### src/logic/lrq_pkg.sv
`default_nettype none

package lrq_pkg;

  // queue and address geometry
  localparam int LRQ_ENTRY_SIZE = 4;
  localparam int LRQ_IDX_W      = $clog2(LRQ_ENTRY_SIZE);
  localparam int PADDR_W        = 32;
  localparam int LINE_OFS_W     = 6;  // 64-byte lines
  localparam int LINE_ADDR_W    = PADDR_W - LINE_OFS_W;

  // L2 command side
  localparam int L2_TAG_W            = 4;
  localparam logic L2_UPPER_TAG_L1D  = 1'b1;
  localparam int L2_TAG_FILLER_W     = L2_TAG_W - 1 - LRQ_IDX_W;
  localparam int L2_CMD_W            = 5;
  localparam logic [L2_CMD_W-1:0] L2_CMD_RD = 5'b00000;  // read, same code as M_XRD
  localparam int L2_CREDITS          = 2;
  localparam int L2_CREDIT_W         = $clog2(L2_CREDITS + 1);

  typedef logic [LRQ_IDX_W-1:0]      lrq_idx_t;
  typedef logic [LRQ_ENTRY_SIZE-1:0] lrq_oh_t;

  typedef struct packed {
    logic               valid;
    logic [PADDR_W-1:0] paddr;
  } load_req_t;

  typedef struct packed {
    logic    full;
    logic    conflict;
    lrq_oh_t index_oh;
  } load_rsp_t;

  typedef struct packed {
    logic               valid;
    logic               sent;
    logic [PADDR_W-1:0] paddr;  // always line aligned
  } lrq_entry_t;

  typedef struct packed {
    logic                valid;
    logic [L2_CMD_W-1:0] cmd;
    logic [PADDR_W-1:0]  addr;
    logic [L2_TAG_W-1:0] tag;
  } l2_req_t;

  typedef struct packed {
    logic                valid;
    logic [L2_TAG_W-1:0] tag;
  } l2_resp_t;

  typedef struct packed {
    logic    valid;
    lrq_oh_t resolve_index_oh;
  } lrq_resolve_t;

  // cache line number of a physical address
  function automatic logic [LINE_ADDR_W-1:0] line_addr(input logic [PADDR_W-1:0] paddr);
    return paddr[PADDR_W-1:LINE_OFS_W];
  endfunction

  function automatic logic [PADDR_W-1:0] line_align(input logic [PADDR_W-1:0] paddr);
    return {paddr[PADDR_W-1:LINE_OFS_W], {LINE_OFS_W{1'b0}}};
  endfunction

endpackage

`default_nettype wire

### src/logic/lrq_alloc.sv
`timescale 1ns/1ps
`default_nettype none

module lrq_alloc (
  input  lrq_pkg::load_req_t  i_load,
  input  lrq_pkg::lrq_entry_t i_entries [lrq_pkg::LRQ_ENTRY_SIZE],
  output lrq_pkg::load_rsp_t  o_load_rsp,
  output lrq_pkg::lrq_oh_t    o_load_oh,
  output lrq_pkg::lrq_entry_t o_load_entry
);

  import lrq_pkg::*;

  lrq_oh_t w_valid_vec;
  lrq_oh_t w_hit_oh;
  lrq_oh_t w_free_oh;
  lrq_oh_t w_load_oh;
  logic    w_full;
  logic    w_conflict;
  logic    w_accept;

  // line compare against every valid entry
  always_comb begin
    for (int i = 0; i < LRQ_ENTRY_SIZE; i++) begin
      w_valid_vec[i] = i_entries[i].valid;
      w_hit_oh[i]    = i_load.valid & i_entries[i].valid &
                       (line_addr(i_entries[i].paddr) == line_addr(i_load.paddr));
    end
  end

  // lowest clear bit of the valid vector
  assign w_free_oh = ~w_valid_vec & (w_valid_vec + lrq_oh_t'(1));

  assign w_full     = &w_valid_vec;
  assign w_conflict = |w_hit_oh;  // at most one hit, lines are never duplicated
  assign w_accept   = i_load.valid & !w_full & !w_conflict;
  assign w_load_oh  = w_accept ? w_free_oh : '0;

  always_comb begin
    o_load_rsp.full     = w_full;
    o_load_rsp.conflict = w_conflict;
    o_load_rsp.index_oh = w_conflict ? w_hit_oh : w_load_oh;
  end

  assign o_load_oh = w_load_oh;

  // fresh entry image, waits for issue
  always_comb begin
    o_load_entry.valid = 1'b1;
    o_load_entry.sent  = 1'b0;
    o_load_entry.paddr = line_align(i_load.paddr);
  end

endmodule

`default_nettype wire

### src/logic/lrq_entry.sv
`timescale 1ns/1ps
`default_nettype none

module lrq_entry (
  input  logic                i_clk,
  input  logic                i_rst_n,
  input  logic                i_load,
  input  lrq_pkg::lrq_entry_t i_load_entry,
  input  logic                i_sent,
  input  logic                i_clear,
  output lrq_pkg::lrq_entry_t o_entry
);

  import lrq_pkg::*;

  logic               r_valid;
  logic               r_sent;
  logic [PADDR_W-1:0] r_paddr;

  // load wins, load and clear never hit the same entry
  always_ff @(posedge i_clk) begin
    if (!i_rst_n) begin
      r_valid <= 1'b0;
      r_sent  <= 1'b0;
    end else if (i_load) begin
      r_valid <= i_load_entry.valid;
      r_sent  <= i_load_entry.sent;
    end else if (i_clear) begin
      r_valid <= 1'b0;
      r_sent  <= 1'b0;
    end else if (i_sent) begin
      r_sent  <= 1'b1;
    end
  end

  always_ff @(posedge i_clk) begin
    if (i_load) begin
      r_paddr <= i_load_entry.paddr;
    end
  end

  always_comb begin
    o_entry.valid = r_valid;
    o_entry.sent  = r_sent;
    o_entry.paddr = r_paddr;
  end

endmodule

`default_nettype wire

### src/logic/lrq_issue.sv
`timescale 1ns/1ps
`default_nettype none

module lrq_issue (
  input  logic                i_clk,
  input  logic                i_rst_n,
  input  lrq_pkg::lrq_entry_t i_entries [lrq_pkg::LRQ_ENTRY_SIZE],
  input  logic                i_l2_credit,
  output lrq_pkg::lrq_oh_t    o_sent_oh,
  output lrq_pkg::l2_req_t    o_l2_req
);

  import lrq_pkg::*;

  lrq_oh_t                w_pend_vec;
  lrq_oh_t                w_pick_oh;
  lrq_idx_t               w_pick_idx;
  logic                   w_req_vld;
  logic [L2_CREDIT_W-1:0] r_credit_cnt;

  always_comb begin
    for (int i = 0; i < LRQ_ENTRY_SIZE; i++) begin
      w_pend_vec[i] = i_entries[i].valid & !i_entries[i].sent;
    end
  end

  assign w_pick_oh = w_pend_vec & (~w_pend_vec + lrq_oh_t'(1));  // lowest pending

  always_comb begin
    w_pick_idx = '0;
    for (int i = 0; i < LRQ_ENTRY_SIZE; i++) begin
      if (w_pick_oh[i]) begin
        w_pick_idx = lrq_idx_t'(i);
      end
    end
  end

  assign w_req_vld = (|w_pend_vec) & (r_credit_cnt != '0);
  assign o_sent_oh = w_req_vld ? w_pick_oh : '0;

  always_comb begin
    o_l2_req.valid = w_req_vld;
    o_l2_req.cmd   = L2_CMD_RD;
    o_l2_req.addr  = i_entries[w_pick_idx].paddr;
    // marker, filler, entry index
    o_l2_req.tag   = {L2_UPPER_TAG_L1D, {L2_TAG_FILLER_W{1'b0}}, w_pick_idx};
  end

  // one credit per transfer, one back per pulse
  always_ff @(posedge i_clk) begin
    if (!i_rst_n) begin
      r_credit_cnt <= L2_CREDIT_W'(L2_CREDITS);
    end else begin
      case ({w_req_vld, i_l2_credit})
        2'b10:   r_credit_cnt <= r_credit_cnt - 1'b1;
        2'b01:   r_credit_cnt <= r_credit_cnt + 1'b1;
        default: r_credit_cnt <= r_credit_cnt;  // none, or take and give together
      endcase
    end
  end

endmodule

`default_nettype wire

### src/logic/lrq_refill.sv
`timescale 1ns/1ps
`default_nettype none

module lrq_refill (
  input  logic                  i_clk,
  input  logic                  i_rst_n,
  input  lrq_pkg::l2_resp_t     i_l2_resp,
  output lrq_pkg::lrq_oh_t      o_clear_oh,
  output lrq_pkg::lrq_resolve_t o_resolve
);

  import lrq_pkg::*;

  lrq_idx_t w_resp_idx;
  logic     w_hit;
  lrq_oh_t  w_clear_oh;
  logic     r_resolve_vld;
  lrq_oh_t  r_resolve_oh;

  assign w_resp_idx = i_l2_resp.tag[LRQ_IDX_W-1:0];
  // only responses carrying the load marker belong here
  assign w_hit      = i_l2_resp.valid & (i_l2_resp.tag[L2_TAG_W-1] == L2_UPPER_TAG_L1D);
  assign w_clear_oh = w_hit ? (lrq_oh_t'(1) << w_resp_idx) : '0;

  assign o_clear_oh = w_clear_oh;

  always_ff @(posedge i_clk) begin
    if (!i_rst_n) begin
      r_resolve_vld <= 1'b0;
    end else begin
      r_resolve_vld <= w_hit;
    end
  end

  always_ff @(posedge i_clk) begin
    if (w_hit) begin
      r_resolve_oh <= w_clear_oh;
    end
  end

  // freed entry reported to the load queue one cycle after the response
  always_comb begin
    o_resolve.valid            = r_resolve_vld;
    o_resolve.resolve_index_oh = r_resolve_oh;
  end

endmodule

`default_nettype wire

### src/logic/l1d_lrq_top.sv
`timescale 1ns/1ps
`default_nettype none

module l1d_lrq_top (
  input  logic                  i_clk,
  input  logic                  i_rst_n,
  input  lrq_pkg::load_req_t    i_load,
  output lrq_pkg::load_rsp_t    o_load_rsp,
  output lrq_pkg::l2_req_t      o_l2_req,
  input  logic                  i_l2_credit,
  input  lrq_pkg::l2_resp_t     i_l2_resp,
  output lrq_pkg::lrq_resolve_t o_resolve
);

  import lrq_pkg::*;

  lrq_entry_t w_entries [LRQ_ENTRY_SIZE];
  lrq_entry_t w_load_entry;
  lrq_oh_t    w_load_oh;
  lrq_oh_t    w_sent_oh;
  lrq_oh_t    w_clear_oh;

  lrq_alloc u_alloc (
    .i_load       (i_load),
    .i_entries    (w_entries),
    .o_load_rsp   (o_load_rsp),
    .o_load_oh    (w_load_oh),
    .o_load_entry (w_load_entry)
  );

  for (genvar e_idx = 0; e_idx < LRQ_ENTRY_SIZE; e_idx++) begin : entry_loop
    lrq_entry u_entry (
      .i_clk        (i_clk),
      .i_rst_n      (i_rst_n),
      .i_load       (w_load_oh[e_idx]),
      .i_load_entry (w_load_entry),
      .i_sent       (w_sent_oh[e_idx]),
      .i_clear      (w_clear_oh[e_idx]),
      .o_entry      (w_entries[e_idx])
    );
  end

  lrq_issue u_issue (
    .i_clk       (i_clk),
    .i_rst_n     (i_rst_n),
    .i_entries   (w_entries),
    .i_l2_credit (i_l2_credit),
    .o_sent_oh   (w_sent_oh),
    .o_l2_req    (o_l2_req)
  );

  lrq_refill u_refill (
    .i_clk      (i_clk),
    .i_rst_n    (i_rst_n),
    .i_l2_resp  (i_l2_resp),
    .o_clear_oh (w_clear_oh),
    .o_resolve  (o_resolve)
  );

endmodule

`default_nettype wire

### config.mk
export PLATFORM = sky130hd
export DESIGN_NAME = l1d_lrq_top
export DESIGN_NICKNAME = d
export VERILOG_FILES = /design/src/logic/lrq_pkg.sv /design/src/logic/lrq_alloc.sv /design/src/logic/lrq_entry.sv /design/src/logic/lrq_issue.sv /design/src/logic/lrq_refill.sv /design/src/logic/l1d_lrq_top.sv
export SDC_FILE = /design/constraint.sdc
export NUM_CORES = 1
export LEC_CHECK = 0
export BUFFER_PORTS_ARGS = -buffer_cell sky130_fd_sc_hd__buf_2
export CAP_MARGIN = 0
export CORE_UTILIZATION = 50
export DETAILED_ROUTE_END_ITERATION = 8
export GPL_ROUTABILITY_DRIVEN = 1
export MAX_ROUTING_LAYER = met4
export PLACE_DENSITY = 0.73
export SYNTH_ARGS = -nofsm -noshare
export SYNTH_HDL_FRONTEND = slang
export SYNTH_HIERARCHICAL = 1
export SYNTH_SLANG_ARGS = --single-unit
### constraint.sdc
create_clock -name i_clk -period 6.18 [get_ports i_clk]
set_clock_uncertainty 0.15 [all_clocks]
set_input_delay 1.236 -clock i_clk [delete_from_list [all_inputs] [get_ports i_clk]]
set_output_delay 1.236 -clock i_clk [all_outputs]
set_load 0.01 [all_outputs]
# Yosys cells after proc, flatten, opt, wreduce, memory -nomap -nowiden

Cells that the tools add are included.

Shift operators: 1
Reduce and logical (&&, ||, !) cells: 19
$lt $le $gt $ge: 1
Muxes and demuxes: 19
Bitwise operators: 22
Add/subtract/negate cells: 4
Equal/unequal tests: 6

Operator list:

| cell                                              | count |
|---|---|
| == test 26 bit                                    | 4 |
| binary-select mux 34 bit (select 2 bit)           | 1 |
| 2-to-1 mux 32 bit                                 | 2 |
| AND 1 bit                                         | 16 |
| 2-to-1 mux 4 bit                                  | 4 |
| nonzero test 2 bit                                | 6 |
| OR reduction 3 bit                                | 4 |
| 2-to-1 mux 1 bit                                  | 9 |
| adder 4 x 1 -> 4 bit (second input constant)      | 2 |
| AND 4 bit                                         | 2 |
| inverter 4 bit                                    | 2 |
| OR reduction 4 bit                                | 2 |
| zero test 1 bit                                   | 6 |
| 2-to-1 mux 2 bit                                  | 2 |
| case mux 2 bit (2 select lines)                   | 1 |
| AND reduction 4 bit                               | 1 |
| left shift 1 x 2 -> 4 bit (first input constant)  | 1 |
| >= comparator 3 bit (second input constant)       | 1 |
| inverter 2 -> 3 bit                               | 1 |
| adder 2 x 1 -> 2 bit (second input constant)      | 1 |
| == test 2 x 1 -> 1 bit (second input constant)    | 1 |
| == test 2 bit (second input constant)             | 1 |
| subtractor 2 x 1 -> 2 bit (second input constant) | 1 |
| inverter 1 bit                                    | 1 |

Bits of input ports: 41
Bits in registers: 119

# Depth between registers and ports, before layout

Gate-level depths: netlist of the first run.

Depth in word-level cells: 12
Gate-level depth with buffers: 9

# Modules after synthesis

The synthesis of the first run kept the hierarchy.

By module, submodules not included:

| module     | times used | cells each | area each (µm²) | sequential area each (µm²) |
|---|---|---|---|---|
| lrq_entry  | 4          | 43         | 1059.8          | 1001.0 |
| lrq_issue  | 1          | 276        | 1865.5          | 40.0 |
| lrq_alloc  | 1          | 209        | 1567.8          | 0.0 |
| lrq_refill | 1          | 12         | 203.9           | 140.1 |

# Worst setup path after synthesis of the first run

OpenSTA, ideal clock, no wires.

Path kind: input -> register
From: input port i_load[29] in the netlist's numbering
To: register, netlist name entry_loop[3].u_entry/r_paddr[0]
Setup time: 0.473 ns
Slack: 1.384 ns
Arrival time: 4.174 ns
Cell stages on the path: 5
Buffers on the path: 0
Cell sequence: xor2_1 > nor4_1 > nand4_1 > o22ai_2 > nor3_1

RTL lines:

| item            | RTL line         | text |
|---|---|---|
| start, declared | l1d_lrq_top.sv:7 | `input lrq_pkg::load_req_t i_load,` |

==> results of run 1 <==
state kept, by name (all words and copies together), names as in the netlist:
| name | flops |
|---|---|
| u_refill/r_resolve_oh | 4 |
| entry_loop.u_entry/r_valid | 4 |
| u_issue/r_credit_cnt | 2 |
| u_refill/r_resolve_vld | 1 |
| entry_loop.u_entry/r_sent | 4 |
| entry_loop.u_entry/r_paddr | 128 |
layout make-up:
type	count	share of cell area, %
multi-input combinational	436	36.10
clock inverter	14	2.070
tap	211	3.034
sequential	143	48.08
antenna	1	0.02876
timing repair buffer	92	5.665
clock buffer	18	4.932
inverter	2	0.08627
cells in the final DEF, fill, tap and decap left out, drive strengths merged, types with 2 or more instances in the layout:
| cell | n |
|---|---|
| nor3b | 5 |
| and4b | 2 |
| a21boi | 4 |
| edfxtp | 132 |
| clkinv | 5 |
| nor4 | 25 |
| conb | 15 |
| dfxtp | 11 |
| o22ai | 3 |
| nand4 | 5 |
| nor2 | 13 |
| or3 | 2 |
| o211ai | 32 |
| o31ai | 2 |
| nor3 | 6 |
| nand2b | 4 |
| a32oi | 32 |
| buf | 92 |
| inv | 6 |
| or3b | 32 |
| and2 | 2 |
| or2 | 4 |
| a21oi | 4 |
| nand2 | 12 |
| bufinv | 3 |
| o21ai | 43 |
| clkinvlp | 2 |
| a211oi | 32 |
| xor2 | 105 |
| nor2b | 7 |
| clkbuf | 18 |
| nand3 | 37 |
worst min-delay path: stages (launching register included):
cell and delay [ns]:
dfxtp_1 0.32, o21ai_0 0.07, nand3_1 0.08
worst paths after layout:
kind,from,end,slack [ns],cells past startpoint
max,i_load[26],o_load_rsp[2],1.67,7
min,u_issue/r_credit_cnt[1]$_SDFFE_PN1P_,u_issue/r_credit_cnt[1]$_SDFFE_PN1P_,0.37,2
max reg2reg,entry_loop[3].u_entry/r_valid$_SDFFE_PN0P_,entry_loop[1].u_entry/r_valid$_SDFFE_PN0P_,2.82,9
min reg2reg,u_issue/r_credit_cnt[1]$_SDFFE_PN1P_,u_issue/r_credit_cnt[1]$_SDFFE_PN1P_,0.37,2
kinds of logic (layout without fill, tap and decap cells):
family	count (synthesis)	after routing	share of synthesized area [%]
fa+ha+maj	1	1	0.1588
buf+inv	101	126	8.038
simple gates	160	160	12.84
compound gates	154	154	13.87
xor+xnor	106	106	11.79
other cells	4	16	0.1906
flops	143	143	53.12
routing by layer:
layer,vias up,wire length [um]
met4,0,569
met3,38,1649
met1,2876,8690
met2,280,10120
li1,2549,-
met5,-,0
power groups by stage:
stage               registers (W)  logic [W]  clock network (W)
floorplan                 0.00112   0.000135                  0
global placement          0.00112   0.000197                  0
detailed placement        0.00112   0.000201                  0
CTS                       0.00110   0.000203            0.00107
global route              0.00110   0.000221            0.00110
finish                    0.00110   0.000205            0.00106
per-stage QoR:
| step | power, W | std cells | worst slack [ns] | utilization, % | instance area, um2 |
|---|---|---|---|---|---|
| 3_3_place_gp | 0.001316 | 884 | 1.771 | 52.83 | 8090 |
| 3_5_place_dp | 0.001322 | 884 | 1.717 | 52.83 | 8090 |
| 6_report | 0.002365 | 917 | 1.674 | 56.82 | 8702 |
| 5_1_grt | 0.002426 | 917 | 1.579 | 56.82 | 8702 |
| 2_1_floorplan | 0.001252 | 680 | 1.384 | - | 7918 |
| 4_1_cts | 0.002370 | 916 | 1.704 | 56.81 | 8700 |
==> summary.txt, run 1 <==
Power and ir drop
  • Cell Pwr Density: 271.8 nW/um2
  • Switching pwr: between 0.0005 and 0.0006 W
  • Sw frac: between 20% and 30%
  • Clock power share: between 40 and 50%
  • Combinational share of power: roughly 8.7%
  • Worst VDD drop: 0.2055 mV
  • Leak: 2.884 nW
  • Power Internal: 0.001794 W
  • Sequential fraction of design power: 46.5%

Synth
  • Yosys warning count: 6
  • Top post-synthesis cells by area: edfxtp_1 50%, xor2_1 12%, buf_4 5.2%, a32oi_1 3.6%, or3b_1 3.6%
  • Post-Syn Area: approximately 8000 um2
  • Predominant post-synthesis flop cell: edfxtp_1
  • Yosys top cell area share: between 50 and 60%
  • Register area share after synthesis: between 50 and 60%
  • Flop and latch count out of synthesis: around 140
  • Most numerous cell in the Yosys netlist: edfxtp_1
  • Yosys top cell by area: edfxtp_1
  • Avg Inst Size Synth: between 10 and 15 um2
  • Post-synth EDFFs: 132
  • Ys async rst share: 0%
  • Synth cell count leaders: 132 x edfxtp_1, 105 x xor2_1, 55 x buf_4
  • Mapped Cells: ~670
  • Synth cell types: between 40 and 50

Global route
  • Met1 Use GR: between 30 and 40%
  • First-pass GRT wire length: 32.23 mm
  • Vias in the first global route: approximately 5.5k
  • M3 GR Usage: 4.606%
  • Gr ovfl total: 0
  • Largest net degree at the start of global routing: 46
  • Met2 GRT Util: between 40% and 50%
  • Busiest grt layer: met2
  • Gr usage total: 27.69%
  • Antenna violations before repair: 1

Job
  • Max Cap Viol: 0

Timing
  • Worst-Margin Slew: roughly 1.0 ns
  • Period utilisation layout: ~73%
  • Max Slew Vio Count: 0
  • F_max: between 200 and 250 MHz
  • Final setup TNS: 0 ns
  • Fin. Hold Viols: 0
  • WHS: between 0.3 and 0.4 ns
  • Slew HR: a little under a third
  • Final setup violation count: 0
  • RSZ-0062 raised after global routing: no
  • Min Tclk post-route: approximately 4.5 ns

Clocking
  • Post-CTS Setup Inserts: 0
  • Total CTS buffers: 17
  • Resized cells post-CTS: 0
  • H-Tree Depth: 4
  • Clock latency on the worst-skew pair: between 0.4 and 0.5 ns
  • Worst-path clk slew: ~0.06 ns
  • Post-cts hold buffer count: 0
  • Clock tree buffer depth: 2
  • CTS Sinks: roughly 140
  • CTS tree: yes
  • Clk root buf: clkbuf_16

Critical path
  • CP Data Arrival Time: between 3 and 4 ns
  • Worst path cell trace: buf_2 > xor2_1 > nor4_1 > nand4_1 > o22ai_1 > o21ai_0 > buf_2
  • Slowest Stage Delay on Critical Path: 0.50 ns
  • Critical Path Sink Type: primary output
  • Cell family with most CP delay: simple AND/OR/NAND/NOR gates
  • CP max-delay cell: nor4_1
  • CP dominant cell by count: buf_2
  • CP Data Required Time: roughly 4.8 ns
  • Worst-path maximum fanout: 8
  • Count of buffer and inverter cells on the critical path: 2
  • Kind of critical path: input pin to primary output
  • Setup crit start kind: input pin

Hold path
  • Hold Path Class: register to register

Floorplan
  • Ports: 94
  • Starting density of the core: 51.43%
  • Core ar.: roughly 15000 um2
  • Die area: around 16000 um2
  • Number of cell rows: 45
  • Die Ht: approximately 130 um
  • Chip Width: around 130 um

Placed design
  • Port buffer count: between 70 and 80
  • Gp weighted congestion: between 0.9 and 1
  • Post-DP HPWL: roughly 13 mm

Status
  • Status: finished clean

Routing
  • First-pass iteration count of the detailed router: 5
  • Drt wl/cell: around 23 um
  • Routed WL: 21.03 mm
  • Vias/cell: approximately 6.3
  • Total number of vias: roughly 5.7k
  • Initial DRC Count: approximately 750
  • Post-route DRC: 0
  • Post-route antenna net violation count: 0

Final layout
  • Register Area: around 4200 um2
  • Area Overhead vs Synth: 10.48%
  • Layout cells sized above 1: between 20% and 30%
  • Nets: 734
  • Fillcell total: 1290
  • Area of the multi-input gates: about 3100 um2
Note: power is estimated with default switching activity, not from simulation.
==> run 2: changes to the inputs <==
==> constraint.sdc (replaced) <==
create_clock -name i_clk -period 4.7 [get_ports i_clk]
set_clock_uncertainty 0.15 [all_clocks]
set_input_delay 0.94 -clock i_clk [delete_from_list [all_inputs] [get_ports i_clk]]
set_output_delay 0.94 -clock i_clk [all_outputs]
set_load 0.01 [all_outputs]
==> run 2 against run 1 <==
  * First-iteration DRC count is 8.2% higher
  * Combinational power is 33% higher
  * Cell count is 0.55% higher
  * Critical endpoint is now o_load_rsp[1]
  * Register-to-register slack worse by 1.1 ns
  * Highest routed layer unchanged
  * Via count is 1.2% higher
==> summary.txt, run 2 (synthesis gave the netlist of run 1 again) <==
Placed design
  • Port buffer count: 79 (unchanged)
  • Gp weighted congestion: 0.9333 (+1.0%)
  • Post-DP HPWL: 13.23 mm (-1.4%)

Critical path
  • Cell family with most CP delay: simple AND/OR/NAND/NOR gates
  • Worst-path maximum fanout: 8 (unchanged)
  • CP Data Arrival Time: 2.88 ns (-0.24 ns)
  • CP Data Required Time: 3.61 ns (-1.18 ns)
  • Critical Path Sink Type: primary output
  • Worst path cell trace: buf_2 > xor2_1 > nor4_1 > nand4_1 > o21ai_0 > o21ai_0 > buf_2
  • CP max-delay cell: o21ai_0
  • Setup crit start kind: input pin
  • Slowest Stage Delay on Critical Path: 0.53 ns (+0.03 ns)
  • Kind of critical path: input pin to primary output
  • Count of buffer and inverter cells on the critical path: 2 (unchanged)

Timing
  • Worst-Margin Slew: 0.7372 ns (-0.3079 ns)
  • Final setup violation count: 0 (unchanged)
  • Period utilisation layout: 84.53%
  • Final setup TNS: 0 ns (unchanged)
  • Fin. Hold Viols: 0 (unchanged)
  • F_max: between 200 and 300 MHz
  • Slew HR: 50.75% (+21 points)
  • Min Tclk post-route: 3.973 ns
  • RSZ-0062 raised after global routing: no
  • Max Slew Vio Count: 0 (unchanged)

Power and ir drop
  • Cell Pwr Density: 343.6 nW/um2 (+26%)
  • Leak: 2.883 nW (about the same)
  • Final Power: 0.002985 W (+26%)
  • Worst VDD drop: 0.2523 mV (+23%)

Clocking
  • Clock tree buffer depth: 2 (unchanged)
  • Total CTS buffers: 17 (unchanged)
  • Post-CTS Setup Inserts: 0 (unchanged)
  • Post-cts hold buffer count: 0 (unchanged)
  • Resized cells post-CTS: 0 (unchanged)
  • Clk root buf: clkbuf_16
  • H-Tree Depth: 4 (unchanged)
  • Clock latency on the worst-skew pair: 0.42 ns (about the same)
  • CTS Sinks: 143 (unchanged)
  • Worst-path clk slew: 0.05 ns (about the same)
  • CTS tree: yes

Global route
  • First-pass GRT wire length: 32.27 mm (+0.13%)
  • Gr usage total: 27.58% (-0.11 points)
  • Vias in the first global route: 5623 (+2.6%)
  • Largest net degree at the start of global routing: 49 (+6.5%)
  • Antenna violations before repair: 0 (-1)
  • Gr ovfl total: 0 (unchanged)

Final layout
  • Area of the multi-input gates: 3142 um2 (unchanged)
  • Most frequent cells in the layout: 132 x edfxtp_1, 105 x xor2_1, 79 x buf_2, 43 x o21ai_0, 37 x nand3_1
  • Register Area: 4184 um2 (unchanged)
  • Fillcell total: 1287 (-0.23%)
  • Largest register FFs: 128 (unchanged)
  • Area Overhead vs Synth: 10.28%
  • Nets: 739 (+0.68%)
  • Layout cells sized above 1: 20.00% (unchanged)
  • Most common cell after layout, fill and taps aside: edfxtp_1
  • Final Util: 56.72% (-0.11 points)
  • Most flops, register: entry_loop.u_entry/r_paddr

Floorplan
  • Number of cell rows: 45 (unchanged)
  • Die area: 16260 um2 (unchanged)
  • Starting density of the core: 51.43% (unchanged)
  • Chip Width: 127.5 um (unchanged)
  • Core ar.: 15310 um2 (unchanged)
  • Ports: 94 (unchanged)
  • Die Ht: 127.5 um (unchanged)

Routing
  • Routed WL: 20.88 mm (-0.71%)
  • Post-route DRC: 0 (unchanged)
  • Drt wl/cell: 22.65 um (-1.3%)
  • Post-route antenna net violation count: 0 (unchanged)
  • Total number of vias: 5810 (+1.2%)
  • Vias/cell: 6.302 (+0.62%)
  • First-pass iteration count of the detailed router: 5 (unchanged)
  • Initial DRC Count: 806 (+8.2%)

Hold path
  • Hold Path Class: register to register

Status
  • Status: finished clean

Job
  • Max Cap Viol: 0 (unchanged)
[run 2: layout make-up]
class,instances,share of cell area [%]
Inverter,2,0.08643
Sequential cell,143,48.17
Timing Repair Buffer,97,6.108
Multi-Input combinational cell,436,36.17
Antenna cell,1,0.02881
Clock buffer,19,4.984
Tap cell,211,3.039
Clock inverter,13,1.412
[run 2: path summary, 6_finish.rpt]
check	depth (start not counted)	to	start	slack, ns
worst max-delay path	7	o_load_rsp[1]	i_load[26]	0.73
worst min-delay path	2	u_issue/r_credit_cnt[1]$_SDFFE_PN1P_	u_issue/r_credit_cnt[1]$_SDFFE_PN1P_	0.36
worst max register to register	9	entry_loop[1].u_entry/r_valid$_SDFFE_PN0P_	entry_loop[3].u_entry/r_valid$_SDFFE_PN0P_	1.76
worst min register to register	2	u_issue/r_credit_cnt[1]$_SDFFE_PN1P_	u_issue/r_credit_cnt[1]$_SDFFE_PN1P_	0.36
[run 2: report_power, final]
group,internal (W),leakage (nW),switching [W]
clock network,0.000770,0.265,0.000494
logic,0.0000915,1.32,0.000182
registers,0.00143,1.30,0.0000188
[run 2: worst register-to-register path: stages (launching register included)]
cell and delay [ns]:
dfxtp_1 0.68, nand2_1 0.16, nor4_1 0.36, nand3_1 0.22, o21ai_0 0.48, nor2_4 0.07
buf_4 0.32, nor3b_2 0.25, a21oi_1 0.06, nor2b_1 0.13
[run 2: stage by stage]
step	area, um2	hold WS (ns)	worst slack (ns)	cells
after CTS	8683	0.3683	0.7725	921
after detailed placement	8128	0.3608	0.7772	889
final	8686	0.3622	0.7270	922
after floorplan	7918	0.3260	0.1996	680
after global placement	8128	0.3396	0.8507	889
after global routing	8683	0.3972	0.6464	921
[run 2: layer usage]
layer	track usage, %	vias up	wire length (um)
li1	-	2558	-
met1	35.94	2897	8618
met2	42.53	310	9919
met3	4.983	45	1671
met4	11.55	0	669
met5	-	-	0
==> run 3: changes to the inputs <==
--- a/config.mk
+++ b/config.mk
@@ -11,7 +11,7 @@
 export DETAILED_ROUTE_END_ITERATION = 8
 export GPL_ROUTABILITY_DRIVEN = 1
 export MAX_ROUTING_LAYER = met4
-export PLACE_DENSITY = 0.73
+export PLACE_DENSITY = 0.76
 export SYNTH_ARGS = -nofsm -noshare
 export SYNTH_HDL_FRONTEND = slang
 export SYNTH_HIERARCHICAL = 1
==> constraint.sdc (replaced) <==
create_clock -name i_clk -period 3.5 [get_ports i_clk]
set_clock_uncertainty 0.15 [all_clocks]
set_input_delay 0.7 -clock i_clk [delete_from_list [all_inputs] [get_ports i_clk]]
set_output_delay 0.7 -clock i_clk [all_outputs]
set_load 0.01 [all_outputs]
==> run 3 against run 2 <==
  * Utilization is 1.3 points higher
  * Global-route usage increased by 0.48 points
  * Combinational power rose by 39%
  * First-iteration DRC count fell by 19%
  * Die area unchanged
  * Worst setup slack lost 0.60 ns
  * Clock-buffer cell count shrank 2
  * Wire length is 1.7% higher
==> summary.txt, run 3 (synthesis gave the netlist of run 1 again) <==
Floorplan
  • Starting density of the core: 51.43% (unchanged)
  • Die area: 16260 um2 (unchanged)
  • Die Ht: 127.5 um (unchanged)
  • Number of cell rows: 45 (unchanged)
  • Ports: 94 (unchanged)
  • Core ar.: 15310 um2 (unchanged)
  • Chip Width: 127.5 um (unchanged)

Global route
  • Vias in the first global route: 5564 (-1.0%)
  • Antenna violations before repair: 1 (+1)
  • Largest net degree at the start of global routing: 69 (+41%)
  • Gr usage total: 28.06% (+0.48 points)
  • Gr ovfl total: 0 (unchanged)
  • First-pass GRT wire length: 32.51 mm (+0.73%)

Hold path
  • Hold Path Class: register to register

Final layout
  • Largest register FFs: 128 (unchanged)
  • Most common cell after layout, fill and taps aside: edfxtp_1
  • Nets: 747 (+1.1%)
  • Area Overhead vs Synth: 12.87%
  • Most frequent cells in the layout: 132 x edfxtp_1, 105 x xor2_1, 79 x buf_2, 43 x o21ai_0, 37 x nand3_1
  • Final Util: 58.05% (+1.3 points)
  • Most flops, register: entry_loop.u_entry/r_paddr
  • Layout cells sized above 1: 21.20% (+1.2 points)

Timing
  • Slew HR: 22.90% (-28 points)
  • Period utilisation layout: about 96%
  • Final setup violation count: 0 (unchanged)
  • F_max: ~300 MHz
  • Fin. Hold Viols: 0 (unchanged)
  • WHS: 0.3644 ns (+0.002233 ns)
  • RSZ-0062 raised after global routing: no
  • Min Tclk post-route: around 3.4 ns
  • Max Slew Vio Count: 0 (unchanged)
  • Final setup TNS: 0 ns (unchanged)
  • Worst-Margin Slew: 1.153 ns (+0.4155 ns)

Clocking
  • Clock latency on the worst-skew pair: 0.42 ns (about the same)
  • Worst-path clk slew: 0.06 ns (about the same)
  • Clock tree buffer depth: 2 (unchanged)
  • Post-cts hold buffer count: 0 (unchanged)
  • Clk root buf: clkbuf_16
  • Total CTS buffers: 17 (unchanged)
  • Resized cells post-CTS: 0 (unchanged)
  • Post-CTS Setup Inserts: 0 (unchanged)
  • CTS tree: yes
  • CTS Sinks: 143 (unchanged)
  • H-Tree Depth: 4 (unchanged)

Critical path
  • Kind of critical path: input pin to primary output
  • Worst path cell trace: buf_2 > xor2_1 > nor4_1 > nand4_1 > o22ai_1 > o21ai_0 > buf_2
  • Count of buffer and inverter cells on the critical path: 2 (unchanged)
  • CP max-delay cell: nor4_1
  • CP Data Arrival Time: 2.52 ns (-0.36 ns)
  • Setup crit start kind: input pin
  • CP dominant cell by count: buf_2
  • Slowest Stage Delay on Critical Path: 0.53 ns (about the same)
  • Worst-path maximum fanout: 8 (unchanged)
  • Critical Path Sink Type: primary output
  • Cell family with most CP delay: simple AND/OR/NAND/NOR gates
  • CP Data Required Time: 2.65 ns (-0.96 ns)

Routing
  • Post-route antenna net violation count: 0 (unchanged)
  • Routed WL: 21.24 mm (+1.7%)
  • Total number of vias: 5746 (-1.1%)
  • Drt wl/cell: 22.86 um (+0.95%)
  • Post-route DRC: 0 (unchanged)
  • Initial DRC Count: 652 (-19%)
  • Vias/cell: 6.185 (-1.8%)
  • First-pass iteration count of the detailed router: 5 (unchanged)

Placed design
  • Gp weighted congestion: 0.9400 (+0.72%)
  • Port buffer count: 79 (unchanged)
  • Post-DP HPWL: 13.44 mm (+1.6%)

Job
  • Max Cap Viol: 0 (unchanged)

Status
  • Status: finished clean

Power and ir drop
  • Leak: 2.953 nW (+2.4%)
  • Cell Pwr Density: 473.7 nW/um2 (+38%)
  • Worst VDD drop: 0.3814 mV (+51%)
==> run 3: power by group <==
part	leakage [nW]	switching (W)	total [W]	internal [W]
Clock	0.287	0.000702	0.00189	0.00119
Combinational	1.37	0.000247	0.000380	0.000133
Sequential	1.30	0.0000265	0.00194	0.00192
Total	2.95	0.000975	0.00421	0.00324
==> run 3: stage by stage <==
step	total power, W	instance area [um2]	instances	setup WS [ns]
final	0.004211	8890	929	0.1281
after global routing	0.004325	8890	929	0.03320
after CTS	0.004221	8887	928	0.1538
after detailed placement	0.002350	8269	897	-0.03910
after global placement	0.002339	8269	897	-0.05821
after floorplan	0.002211	7923	680	0.2429
==> run 3: per-layer routing <==
layer | vias up | share of wire, % | GRT usage [%]
met5 | - | 0 | -
met4 | 0 | 3.4 | 13.52
met3 | 45 | 8.9 | 5.276
met2 | 322 | 46 | 41.79
met1 | 2798 | 41 | 37.00
li1 | 2581 | - | -
==> run 3: worst register-to-register path, stage by stage, from the launching register on <==
cell	delay, ns
edfxtp_1	0.41
xor2_1	0.37
nor4_1	0.16
nand4_1	0.19
nor2_1	0.12
nor3_4	0.94
buf_4	0.50
==> run 3: cell type report <==
type                            instances  area (um2)
Timing Repair Buffer                  105       665.6
Clock inverter                         14       192.7
Antenna cell                            1       2.502
Inverter                                2       7.507
Clock buffer                           17       425.4
Tap cell                              211       264.0
Sequential cell                       143        4184
Multi-Input combinational cell        436        3148
Fill cell                            1253        6425
==> run 3: path summary, 6_finish.rpt <==
check / from / end / slack [ns] / depth (start not counted)
worst min register to register: u_issue/r_credit_cnt[1]$_SDFFE_PN1P_ / u_issue/r_credit_cnt[1]$_SDFFE_PN1P_ / 0.36 / 2
worst max-delay path: i_load[26] / o_load_rsp[1] / 0.13 / 7
worst min-delay path: u_issue/r_credit_cnt[1]$_SDFFE_PN1P_ / u_issue/r_credit_cnt[1]$_SDFFE_PN1P_ / 0.36 / 2
worst max register to register: entry_loop[0].u_entry/r_paddr[7]$_DFFE_PP_ / entry_loop[3].u_entry/r_paddr[7]$_DFFE_PP_ / 0.31 / 6
